--- config.mk ---
export PLATFORM = sky130hd
export DESIGN_NAME = tdc_ctrl_top
export DESIGN_NICKNAME = d
export VERILOG_FILES = /design/src/hw/tdc_ctrl_pkg.sv /design/src/hw/serial_rx.sv /design/src/hw/main_control.sv /design/src/hw/tdc_ctrl_top.sv
export SDC_FILE = /design/constraint.sdc
export NUM_CORES = 1
export LEC_CHECK = 0
export BUFFER_PORTS_ARGS = -buffer_cell sky130_fd_sc_hd__buf_2
export CAP_MARGIN = 10
export CORE_MARGIN = 2
export CORE_UTILIZATION = 55
export CTS_BUF_LIST = sky130_fd_sc_hd__clkbuf_4 sky130_fd_sc_hd__clkbuf_8
export CTS_CLUSTER_SIZE = 14
export DETAILED_ROUTE_END_ITERATION = 8
export GPL_TIMING_DRIVEN = 1
export PLACE_DENSITY = 0.75
export SYNTH_ARGS = -nofsm -noshare
export SYNTH_HDL_FRONTEND = slang
export SYNTH_SLANG_ARGS = --single-unit
--- constraint.sdc ---
create_clock -name clk -period 5 [get_ports clk]
set_input_delay 1 -clock clk [delete_from_list [all_inputs] [get_ports clk]]
set_output_delay 1 -clock clk [all_outputs]
set_load 0.02 [all_outputs]
--- src/hw/tdc_ctrl_pkg.sv ---
package tdc_ctrl_pkg;

  // tdc front ends driven by the board
  localparam int NUM_TDC = 6;

  // uart bit period in clocks, sized for simulation
  localparam int CLK_PER_BIT = 16;
  localparam int BIT_CNT_W = $clog2(CLK_PER_BIT);
  // last count of a full bit and of half a bit
  localparam logic [BIT_CNT_W-1:0] BIT_LAST = BIT_CNT_W'(CLK_PER_BIT - 1);
  localparam logic [BIT_CNT_W-1:0] HALF_BIT_LAST = BIT_CNT_W'(CLK_PER_BIT / 2 - 1);

  // receiver fsm codes
  localparam int RX_STATE_W = 3;
  localparam logic [RX_STATE_W-1:0] RX_IDLE      = 3'd0;
  localparam logic [RX_STATE_W-1:0] RX_START     = 3'd1;
  localparam logic [RX_STATE_W-1:0] RX_DATA      = 3'd2;
  localparam logic [RX_STATE_W-1:0] RX_STOP      = 3'd3;
  localparam logic [RX_STATE_W-1:0] RX_WAIT_HIGH = 3'd4;

  // stands in for the ~2 ms tdc boot time
  localparam int BOOT_WAIT_CYCLES = 200;
  // settle time between boot and soft reset
  localparam int SOFT_RESET_DELAY = 50;
  localparam int SEQ_COUNT_W = $clog2(
    (BOOT_WAIT_CYCLES > SOFT_RESET_DELAY ? BOOT_WAIT_CYCLES : SOFT_RESET_DELAY) + 1);
  localparam logic [SEQ_COUNT_W-1:0] BOOT_LAST = SEQ_COUNT_W'(BOOT_WAIT_CYCLES - 1);
  localparam logic [SEQ_COUNT_W-1:0] SETTLE_LAST = SEQ_COUNT_W'(SOFT_RESET_DELAY);

  // host command characters
  localparam logic [7:0] CMD_POWER_ON = 8'h64;
  localparam logic [7:0] CMD_EXIT     = 8'h68;
  localparam logic [7:0] CMD_PAUSE    = 8'h70;

  // sequencer fsm codes
  localparam logic [1:0] ST_IDLE       = 2'd0;
  localparam logic [1:0] ST_BOOT_WAIT  = 2'd1;
  localparam logic [1:0] ST_SOFT_RESET = 2'd2;

endpackage

--- src/hw/serial_rx.sv ---
`timescale 1ns/1ps

module serial_rx
  import tdc_ctrl_pkg::*;
(
  input  logic       clk,
  input  logic       rst,
  input  logic       rx,
  output logic [7:0] data,
  output logic       new_data
);

  // line after the two-flop synchronizer
  logic                  rx_meta;
  logic                  rx_sync;

  logic [RX_STATE_W-1:0] state;
  // clocks within the current bit
  logic [BIT_CNT_W-1:0]  bit_cnt;
  // data bit being received
  logic [2:0]            bit_idx;
  logic                  sample_data;

  // async line into clk domain
  always_ff @(posedge clk) begin
    if (rst) begin
      // idle level, so no false start after reset
      rx_meta <= 1'b1;
      rx_sync <= 1'b1;
    end else begin
      rx_meta <= rx;
      rx_sync <= rx_meta;
    end
  end

  // mid-bit sample point of a data bit
  assign sample_data = (state == RX_DATA) && (bit_cnt == BIT_LAST);

  always_ff @(posedge clk) begin
    if (rst) begin
      state    <= RX_IDLE;
      bit_cnt  <= '0;
      bit_idx  <= '0;
      new_data <= 1'b0;
    end else begin
      // strobe lasts one cycle only
      new_data <= 1'b0;
      case (state)
        RX_IDLE: begin
          bit_cnt <= '0;
          bit_idx <= '0;
          // line is high here, so low means a falling edge
          if (!rx_sync) begin
            state <= RX_START;
          end
        end

        RX_START: begin
          if (bit_cnt == HALF_BIT_LAST) begin
            bit_cnt <= '0;
            // glitch if start bit gone by its middle
            if (!rx_sync) begin
              state <= RX_DATA;
            end else begin
              state <= RX_IDLE;
            end
          end else begin
            bit_cnt <= bit_cnt + 1'b1;
          end
        end

        RX_DATA: begin
          if (bit_cnt == BIT_LAST) begin
            bit_cnt <= '0;
            if (bit_idx == 3'd7) begin
              state <= RX_STOP;
            end else begin
              bit_idx <= bit_idx + 1'b1;
            end
          end else begin
            bit_cnt <= bit_cnt + 1'b1;
          end
        end

        RX_STOP: begin
          if (bit_cnt == BIT_LAST) begin
            bit_cnt <= '0;
            if (rx_sync) begin
              new_data <= 1'b1;
              state    <= RX_IDLE;
            end else begin
              // framing error, drop the byte
              state <= RX_WAIT_HIGH;
            end
          end else begin
            bit_cnt <= bit_cnt + 1'b1;
          end
        end

        RX_WAIT_HIGH: begin
          // hold off until the line is released
          if (rx_sync) begin
            state <= RX_IDLE;
          end
        end

        default: begin
          state <= RX_IDLE;
        end
      endcase
    end
  end

  // lsb first, shifted in from the top
  always_ff @(posedge clk) begin
    if (sample_data) begin
      data <= {rx_sync, data[7:1]};
    end
  end

endmodule

--- src/hw/main_control.sv ---
`timescale 1ns/1ps

module main_control
  import tdc_ctrl_pkg::*;
(
  input  logic               clk,
  input  logic               rst,
  input  logic               serial_in,
  output logic [NUM_TDC-1:0] tdc_enable,
  output logic [NUM_TDC-1:0] soft_reset,
  output logic               exit,
  output logic               pause
);

  // received byte and its one-cycle strobe
  logic [7:0]             rx_data;
  logic                   rx_valid;

  // decoded commands, valid with the strobe only
  logic                   cmd_power_on;
  logic                   cmd_exit;
  logic                   cmd_pause;

  // sequencer
  logic [1:0]             state_q;
  logic [1:0]             state_d;
  logic [SEQ_COUNT_W-1:0] count_q;
  logic [SEQ_COUNT_W-1:0] count_d;

  // shared control levels
  logic                   enable_q;
  logic                   enable_d;
  logic                   soft_reset_q;
  logic                   soft_reset_d;
  logic                   exit_q;
  logic                   exit_d;
  logic                   pause_q;
  logic                   pause_d;

  serial_rx rx_uart (
    .clk      (clk),
    .rst      (rst),
    .rx       (serial_in),
    .data     (rx_data),
    .new_data (rx_valid)
  );

  assign cmd_power_on = rx_valid && (rx_data == CMD_POWER_ON);
  assign cmd_exit     = rx_valid && (rx_data == CMD_EXIT);
  assign cmd_pause    = rx_valid && (rx_data == CMD_PAUSE);

  always_comb begin
    state_d      = state_q;
    count_d      = count_q;
    enable_d     = enable_q;
    exit_d       = exit_q;
    pause_d      = pause_q;
    // pulse unless the sequencer fires below
    soft_reset_d = 1'b0;

    case (state_q)
      ST_IDLE: begin
        count_d = '0;
      end

      ST_BOOT_WAIT: begin
        // enable back up one cycle after the dip
        enable_d = 1'b1;
        if (count_q == BOOT_LAST) begin
          state_d = ST_SOFT_RESET;
          count_d = '0;
        end else begin
          count_d = count_q + 1'b1;
        end
      end

      ST_SOFT_RESET: begin
        // settle delay, then one soft reset pulse to every tdc
        if (count_q == SETTLE_LAST) begin
          soft_reset_d = 1'b1;
          state_d      = ST_IDLE;
          count_d      = '0;
        end else begin
          count_d = count_q + 1'b1;
        end
      end

      default: begin
        state_d = ST_IDLE;
        count_d = '0;
      end
    endcase

    // power-on wins over the running sequence
    if (cmd_power_on) begin
      enable_d     = 1'b0;
      exit_d       = 1'b0;
      soft_reset_d = 1'b0;
      state_d      = ST_BOOT_WAIT;
      count_d      = '0;
    end

    if (cmd_exit) begin
      exit_d = 1'b1;
    end

    if (cmd_pause) begin
      pause_d = ~pause_q;
    end
  end

  always_ff @(posedge clk) begin
    if (rst) begin
      state_q      <= ST_IDLE;
      count_q      <= '0;
      enable_q     <= 1'b0;
      soft_reset_q <= 1'b0;
      exit_q       <= 1'b0;
      pause_q      <= 1'b0;
    end else begin
      state_q      <= state_d;
      count_q      <= count_d;
      enable_q     <= enable_d;
      soft_reset_q <= soft_reset_d;
      exit_q       <= exit_d;
      pause_q      <= pause_d;
    end
  end

  // one enable and one reset shared by all channels
  assign tdc_enable = {NUM_TDC{enable_q}};
  assign soft_reset = {NUM_TDC{soft_reset_q}};
  assign exit       = exit_q;
  assign pause      = pause_q;

endmodule

--- src/hw/tdc_ctrl_top.sv ---
`timescale 1ns/1ps

module tdc_ctrl_top
  import tdc_ctrl_pkg::*;
(
  // board clock and synchronous reset
  input  logic               clk,
  input  logic               rst,
  // host uart line, idles high
  input  logic               serial_in,
  // per-channel tdc enable pins
  output logic [NUM_TDC-1:0] tdc_enable,
  // per-channel tdc soft reset pins
  output logic [NUM_TDC-1:0] soft_reset,
  // levels to the acquisition side
  output logic               exit,
  output logic               pause
);

  // board-side copies of the controller outputs
  logic [NUM_TDC-1:0] ctrl_enable;
  logic [NUM_TDC-1:0] ctrl_soft_reset;
  logic               ctrl_exit;
  logic               ctrl_pause;

  // command decode and power-on sequencing
  main_control ctrl (
    .clk        (clk),
    .rst        (rst),
    .serial_in  (serial_in),
    .tdc_enable (ctrl_enable),
    .soft_reset (ctrl_soft_reset),
    .exit       (ctrl_exit),
    .pause      (ctrl_pause)
  );

  // straight to the pins, no added latency
  assign tdc_enable = ctrl_enable;
  assign soft_reset = ctrl_soft_reset;
  assign exit       = ctrl_exit;
  assign pause      = ctrl_pause;

endmodule

==> results.sh, run 1 <==
export IMPL_relSlewSlack=0.288
export IMPL_path_class="register to register"
export IMPL_worstSetupEndpoint="ctrl.rx_uart.data[0]"
export IMPL_p_int_uw=358
export IMPL_worst_slack_ps=3030
export IMPL_wl_per_cell_um=12.9
export IMPL_r2r_start="ctrl.rx_uart.bit_cnt[0]"
export IMPL_initial_core_util=0.584
export IMPL_fin_total_pwr_uw=454
export IMPL_hold_path_class="register to register"
export IMPL_gp_congestion=0.880
export IMPL_drive_gt1_frac=0.172
export IMPL_n_fill_cell=232
export IMPL_outcome="finished clean"
export IMPL_multi_input_area_um2=704
export IMPL_critPathLaunch="ctrl.rx_uart.bit_cnt[0]"
export IMPL_portBuffers=16
export IMPL_design_area_um2=1680
export IMPL_power_frac_comb=0.014
export IMPL_rsz0062_at_grt="false"
export IMPL_antenna_cells=0
export IMPL_die_width_um=58.1
export IMPL_swShare=0.212
export IMPL_clock_path_buffers=2
export IMPL_clk_pin_slew_ps=100
export IMPL_die_area_um2=3380
export IMPL_ir_drop_uv=261
export IMPL_hold_path_depth=1
export IMPL_fin_worst_skew_ps=11.0
export IMPL_async_flop_share=0
export IMPL_cp_end_kind="register"
export IMPL_clk_latency_ps=340
export IMPL_ys_warn_count=0
export IMPL_fin_cells=200
export IMPL_cts_sink_count=35
export IMPL_syn_area_um2=1610
export IMPL_fp_coreArea_um2=2760
export IMPL_crit_arrival_ps=1940
export IMPL_worstPathCellList="ha_1 > nand3_1 > nor3_1"
export IMPL_max_freq_mhz=507
export IMPL_p_seq_frac=0.638
export IMPL_setup_violations=0
export IMPL_crit_fanout=8
export IMPL_crit_path_max_incr_delay_ps=860
export IMPL_hpwl_um=1930
export IMPL_layout_worst_path_cycle_share=0.394
export IMPL_cts_root_buf="clkbuf_4"
export IMPL_synthesis_nets=173
export IMPL_clock_power_share=0.347
export IMPL_cts_resized=0
export IMPL_final_nets=179
export IMPL_cts_tree="built"
export IMPL_grt_max_degree=21
export IMPL_rows=19
export IMPL_grt_pass1_vias=1030
export IMPL_antenna_found_initial=0
export IMPL_synthesis_instances=162
export IMPL_ys_ff_latch=35
export IMPL_drt_iter0_markers=52
export IMPL_worst_pin_slew_ps=1060
export IMPL_rr_worst_depth=3
export IMPL_slowest_stage="nor3_1"
export IMPL_final_hold_viol_count=0
export IMPL_drv_slew=0
export IMPL_grtUsageTotal=0.177
export IMPL_syn_avg_cell_area_um2=9.94
export IMPL_grt_pass1_wl_um=4440
export IMPL_p_sw_uw=96.0
export IMPL_grt_overflow_total=0
export IMPL_cts_buffers=5
export IMPL_rr_endpoint="ctrl.rx_uart.data[0]"
export IMPL_ant_nets=0
export IMPL_yosys_most_used_dff="dfxtp_1"
export IMPL_worstSetupStartpointType="register"
export IMPL_cts_setup_buffers=0
export IMPL_drv_cap=0
export IMPL_cp_required_ps=4970
export IMPL_drt_first_pass_iters=4
export IMPL_postPlaceCellArea_um2=1620
export IMPL_regToRegSetupSlack_ps=3030
export IMPL_p_per_area_nw_per_um2=270
export IMPL_htreeDepth=2
export IMPL_ff_latch_area_um2=781
export IMPL_dr_total_vias=1122
export IMPL_synth_edf_count=8
export IMPL_hold_buffers=0
export IMPL_placed_cells=192
export IMPL_finalWirelength_um=2580
export IMPL_drc_errors=0
export IMPL_fin_tns_setup_ps=0
export IMPL_fin_crit_ps=1970
export IMPL_p_leak_uw=0.000624
export IMPL_die_h_um=58.1
export IMPL_area_growth_pct=4.43
export IMPL_post_place_ws_ps=2850
export IMPL_viasPerCell=5.61
export IMPL_synth_distinct_cells=40
export IMPL_seq_area_frac_synth=0.485
export IMPL_io_pins=17
[worst min-delay path by stage]
stage,from,to
after floorplan,ctrl.rx_uart.rx_meta,ctrl.rx_uart.rx_sync
after global placement,ctrl.rx_uart.rx_meta,ctrl.rx_uart.rx_sync
after detailed placement,ctrl.rx_uart.rx_meta,ctrl.rx_uart.rx_sync
after CTS,ctrl.rx_uart.rx_meta,ctrl.rx_uart.rx_sync
after global routing,ctrl.rx_uart.rx_meta,ctrl.rx_uart.rx_sync
final,ctrl.rx_uart.rx_meta,ctrl.rx_uart.rx_sync
[per-stage QoR]
stage / util / hold slack (ps)
3_5_place_dp: 0.587 / 397
4_1_cts: 0.610 / 421
2_1_floorplan: - / 389
6_report: 0.610 / 418
5_1_grt: 0.610 / 435
3_3_place_gp: 0.587 / 397
[power groups by stage]
stage	Combinational [µW]	Sequential, µW	Clock [µW]
floorplan	4.97	296	0
global placement	6.22	296	0
detailed placement	6.61	296	0
CTS	6.58	290	162
global route	7.32	290	177
finish	6.42	290	158
[registers in the layout (all words and copies together), names as in the netlist]
name,cells
ctrl.rx_uart.bit_idx,3
ctrl.exit,1
ctrl.count_q,8
ctrl.pause,1
ctrl.rx_uart.data,8
ctrl.enable_q,1
ctrl.rx_uart.state,3
ctrl.rx_uart.bit_cnt,4
ctrl.state_q,2
ctrl.soft_reset_q,1
ctrl.rx_uart.new_data,1
ctrl.rx_uart.rx_sync,1
ctrl.rx_uart.rx_meta,1
[kinds of logic after synthesis]
| logic type | after synthesis | share of synthesized area |
|---|---|---|
| AO/OA/AOI/OAI | 22 | 0.0995 |
| XOR/XNOR | 8 | 0.0435 |
| adder cells (fa/ha/maj) | 8 | 0.0622 |
| buffers and inverters | 21 | 0.0777 |
| flip-flops | 35 | 0.485 |
| multiplexers | 1 | 0.00622 |
| AND/OR/NAND/NOR | 67 | 0.226 |
[critical path, delay by kind of cell (launching register included)]
family / cells / cell delay, ps
fa+ha+maj: 1 / 240
flops: 1 / 390
simple gates: 2 / 970
[layout by cell type (no fill, tap or decap), types with 2 or more instances in the layout]
cell,count
clkbuf_4,5
nor4_1,2
buf_2,16
nor3_1,7
nor2_1,19
nor3b_1,2
o21ai_0,6
and3_1,3
ha_1,8
edfxtp_1,8
xnor2_1,3
or4_1,2
nand2b_1,3
a31oi_1,2
nand3_1,9
nand4_1,3
dfxtp_1,27
a21oi_1,5
xor2_1,5
or2_2,2
nand2_1,6
nand4b_1,2
o31ai_2,2
inv_1,4
[Yosys cell counts, drive strengths merged (3+ instances only)]
cell / instances / area [µm²]
edfxtp: 8 / 240
nand3: 9 / 45.0
xor2: 5 / 43.8
ha: 8 / 100
a21oi: 5 / 25.0
buf: 13 / 95.1
nand2b: 3 / 18.8
o21ai: 6 / 30.0
clkbuf: 4 / 15.0
nand2: 6 / 22.5
dfxtp: 27 / 541
inv: 4 / 15.0
and3: 3 / 18.8
xnor2: 3 / 26.3
nand4: 3 / 18.8
nor3: 7 / 35.0
nor2: 19 / 71.3
[area by class of cell]
type | count | share of cell area
flip-flops and latches | 35 | 0.464
multi-input cells | 106 | 0.419
repair buffers | 16 | 0.0476
clock buffers | 6 | 0.0305
well taps | 31 | 0.0231
inverters | 4 | 0.00893
clock inverters | 2 | 0.00670
[metal layers]
metal  wire [µm]  up-vias  global-route usage  share of wire
met2        1190       21               0.271           0.46
li1            -      585                   -              -
met3          89        7              0.0469          0.035
met5           0        -                   0              0
met4          72        0               0.120          0.028
met1        1230      509               0.219           0.48
Power figures use the tool's default switching activity.
==> run 2: changes to the inputs <==
--- a/config.mk
+++ b/config.mk
@@ -5,15 +5,16 @@
 export SDC_FILE = /design/constraint.sdc
 export NUM_CORES = 1
 export LEC_CHECK = 0
+export ABC_AREA = 1
 export BUFFER_PORTS_ARGS = -buffer_cell sky130_fd_sc_hd__buf_2
 export CAP_MARGIN = 10
 export CORE_MARGIN = 2
-export CORE_UTILIZATION = 55
+export CORE_UTILIZATION = 54
 export CTS_BUF_LIST = sky130_fd_sc_hd__clkbuf_4 sky130_fd_sc_hd__clkbuf_8
 export CTS_CLUSTER_SIZE = 14
 export DETAILED_ROUTE_END_ITERATION = 8
 export GPL_TIMING_DRIVEN = 1
-export PLACE_DENSITY = 0.75
+export PLACE_DENSITY = 0.77
 export SYNTH_ARGS = -nofsm -noshare
 export SYNTH_HDL_FRONTEND = slang
 export SYNTH_SLANG_ARGS = --single-unit
==> constraint.sdc (replaced) <==
create_clock -name clk -period 1.7 [get_ports clk]
set_input_delay 0.34 -clock clk [delete_from_list [all_inputs] [get_ports clk]]
set_output_delay 0.34 -clock clk [all_outputs]
set_load 0.02 [all_outputs]
==> results.sh, run 2 <==
export IMPL_outcome="finished clean"
export IMPL_yosysMostFrequentCell="nand2_1"
export IMPL_synth_largest_area_cell="dfxtp_1"
export IMPL_synth_simple_area_share=0.289
export IMPL_p_per_area_nw_per_um2=1130
export IMPL_dr_total_vias=1260
export IMPL_synth_top_area_frac=0.315
export IMPL_fin_cells=265
export IMPL_synthMuxAreaShare=0
export IMPL_final_nets=231
export IMPL_rows=20
export IMPL_htreeDepth=2
export IMPL_grt_overflow_total=0
export IMPL_top_regs="ctrl.count_q: 8 flops, ctrl.rx_uart.data: 8 flops, ctrl.rx_uart.bit_cnt: 4 flops"
export IMPL_syn_area_um2=1710
export IMPL_slowest_stage="dfxtp_1"
export IMPL_synth_distinct_cells=29
export IMPL_gp_congestion=0.828
export IMPL_hpwl_um=2010
export IMPL_yosys_top_cells_area="dfxtp_1 32%, edfxtp_1 14%, nand2_1 9.2%"
export IMPL_cts_resized=0
export IMPL_antenna_found_initial=0
export IMPL_yosys_most_used_dff="dfxtp_1"
export IMPL_ys_ff_latch=35
export IMPL_ant_nets=0
export IMPL_die_h_um=60.3
export IMPL_portBuffers=16
export IMPL_fin_worst_skew_ps=10.9
export IMPL_crit_fanout=4
export IMPL_path_class="register to register"
export IMPL_hold_buffers=0
export IMPL_synth_edf_count=8
export IMPL_clk_pin_slew_ps=110
export IMPL_synthesis_nets=220
export IMPL_p_leak_uw=0.000793
export IMPL_cts_buffers=5
export IMPL_p_seq_frac=0.449
export IMPL_syn_avg_cell_area_um2=8.20
export IMPL_drv_slew=0
export IMPL_yosys_area_share_adder=0.0584
export IMPL_fin_tns_setup_ps=0
export IMPL_grtUsageTotal=0.175
export IMPL_synth_xor_area_share=0.0255
export IMPL_cts_tree="built"
export IMPL_grt_pass1_wl_um=4680
export IMPL_seq_area_frac_synth=0.455
export IMPL_layout_common_cells="42 x nand2_1, 30 x nor2_1, 27 x dfxtp_1, 24 x inv_1, 16 x buf_2"
export IMPL_layout_worst_path_cycle_share=0.825
export IMPL_clock_power_share=0.352
export IMPL_crit_buf_inv=1
export IMPL_ff_latch_area_um2=781
export IMPL_worst_pin_slew_ps=376
export IMPL_hold_slack_ps=167
export IMPL_critical_path_top_delay_family="simple AND/OR/NAND/NOR gates"
export IMPL_setup_violations=0
export IMPL_die_area_um2=3640
export IMPL_clk_latency_ps=340
export IMPL_ys_top_cells_by_count="42 x nand2_1, 30 x nor2_1, 27 x dfxtp_1, 24 x inv_1, 12 x buf_4"
export IMPL_drc_errors=0
export IMPL_cpMostUsedCell="nand2_1"
export IMPL_crit_arrival_ps=1650
export IMPL_async_flop_share=0
export IMPL_multi_input_area_um2=728
export IMPL_worstSetupStartpointType="register"
export IMPL_swShare=0.293
export IMPL_grt_pass1_vias=1156
export IMPL_grt_max_degree=13
export IMPL_synthesis_instances=209
export IMPL_cp_required_ps=1950
export IMPL_final_common_cell="nand2_1"
export IMPL_hold_path_class="primary input to register"
export IMPL_rsz0062_at_grt="false"
export IMPL_power_frac_comb=0.198
export IMPL_antenna_cells=0
export IMPL_p_sw_uw=620
export IMPL_cts_setup_buffers=0
export IMPL_final_hold_viol_count=0
export IMPL_drt_iter0_markers=26
export IMPL_finalWirelength_um=2700
export IMPL_ir_drop_uv=609
export IMPL_drv_cap=0
export IMPL_viasPerCell=4.75
export IMPL_clock_path_buffers=2
export IMPL_p_int_uw=1490
export IMPL_cts_sink_count=35
export IMPL_fin_crit_ps=1400
export IMPL_crit_path_max_incr_delay_ps=380
export IMPL_wl_per_cell_um=10.2
export IMPL_relSlewSlack=0.749
export IMPL_synth_compound_area_frac=0.0489
export IMPL_fp_coreArea_um2=3030
export IMPL_n_fill_cell=269
export IMPL_io_pins=17
export IMPL_initial_core_util=0.566
export IMPL_post_place_ws_ps=329
export IMPL_drt_first_pass_iters=4
export IMPL_drive_gt1_frac=0.195
export IMPL_max_freq_mhz=713
export IMPL_synth_top_family_by_area="simple AND/OR/NAND/NOR gates"
export IMPL_die_width_um=60.3
export IMPL_ys_warn_count=0
export IMPL_worstPathCellList="ha_1 > nand2_1 > inv_1 > nand2_2 > nand3_1 > nand2_2 > nor2_4 > nand2_1 > nand2_1 > nor2_1"
export IMPL_placed_cells=257
export IMPL_area_growth_pct=9.05
export IMPL_cp_end_kind="register"
export IMPL_cts_root_buf="clkbuf_4"
export IMPL_worst_slack_ps=298
==> run 2: per-layer routing <==
layer	GRT usage	vias to the layer above	part of all wire
met4	0.0698	0	0.014
met5	0	-	0
met1	0.202	567	0.44
met3	0.0661	3	0.043
met2	0.295	24	0.50
li1	-	666	-
==> run 2: cell families after synthesis <==
family	Yosys count
AND/OR/NAND/NOR	105
flip-flops	35
buffers and inverters	40
AO/OA/AOI/OAI	16
XOR/XNOR	5
adder cells (fa/ha/maj)	8
==> run 2: final timing paths <==
| check | start | end | slack (ps) | cells after the start |
|---|---|---|---|---|
| max | ctrl.rx_uart.bit_cnt[0] | ctrl.rx_uart.state[1] | 300 | 10 |
| min | serial_in | ctrl.rx_uart.rx_meta | 170 | 2 |
| max reg2reg | ctrl.rx_uart.bit_cnt[0] | ctrl.rx_uart.state[1] | 300 | 10 |
| min reg2reg | ctrl.rx_uart.rx_meta | ctrl.rx_uart.rx_sync | 420 | 1 |
==> run 2: worst register-to-register path, stage by stage, from the launching register on <==
cell     delay (ps)
dfxtp_1         380
ha_1            170
nand2_1          70
inv_1            90
nand2_2         100
nand3_1         100
nand2_2         100
nor2_4          140
nand2_1          70
nand2_1          50
nor2_1           40
==> run 2: power groups by stage <==
stage / sequential, µW / clock [µW] / combinational, µW
finish: 950 / 745 / 419
global route: 956 / 812 / 479
CTS: 949 / 766 / 424
detailed placement: 968 / 0 / 419
global placement: 967 / 0 / 409
floorplan: 956 / 0 / 351
==> run 2: through the flow <==
stage	power, µW	area, µm²	utilization
after floorplan	1310	1720	-
final	2110	1870	0.617
after global routing	2250	1870	0.617
after CTS	2140	1870	0.617
after global placement	1380	1760	0.583
after detailed placement	1390	1760	0.583
==> run 2: final cells by class <==
type | count | share of cell area
Sequential cell | 35 | 0.418
Clock buffer | 5 | 0.0201
Inverter | 26 | 0.0562
Tap cell | 44 | 0.0295
Multi-Input combinational cell | 134 | 0.390
Timing Repair Buffer | 18 | 0.0509
Clock inverter | 3 | 0.0361
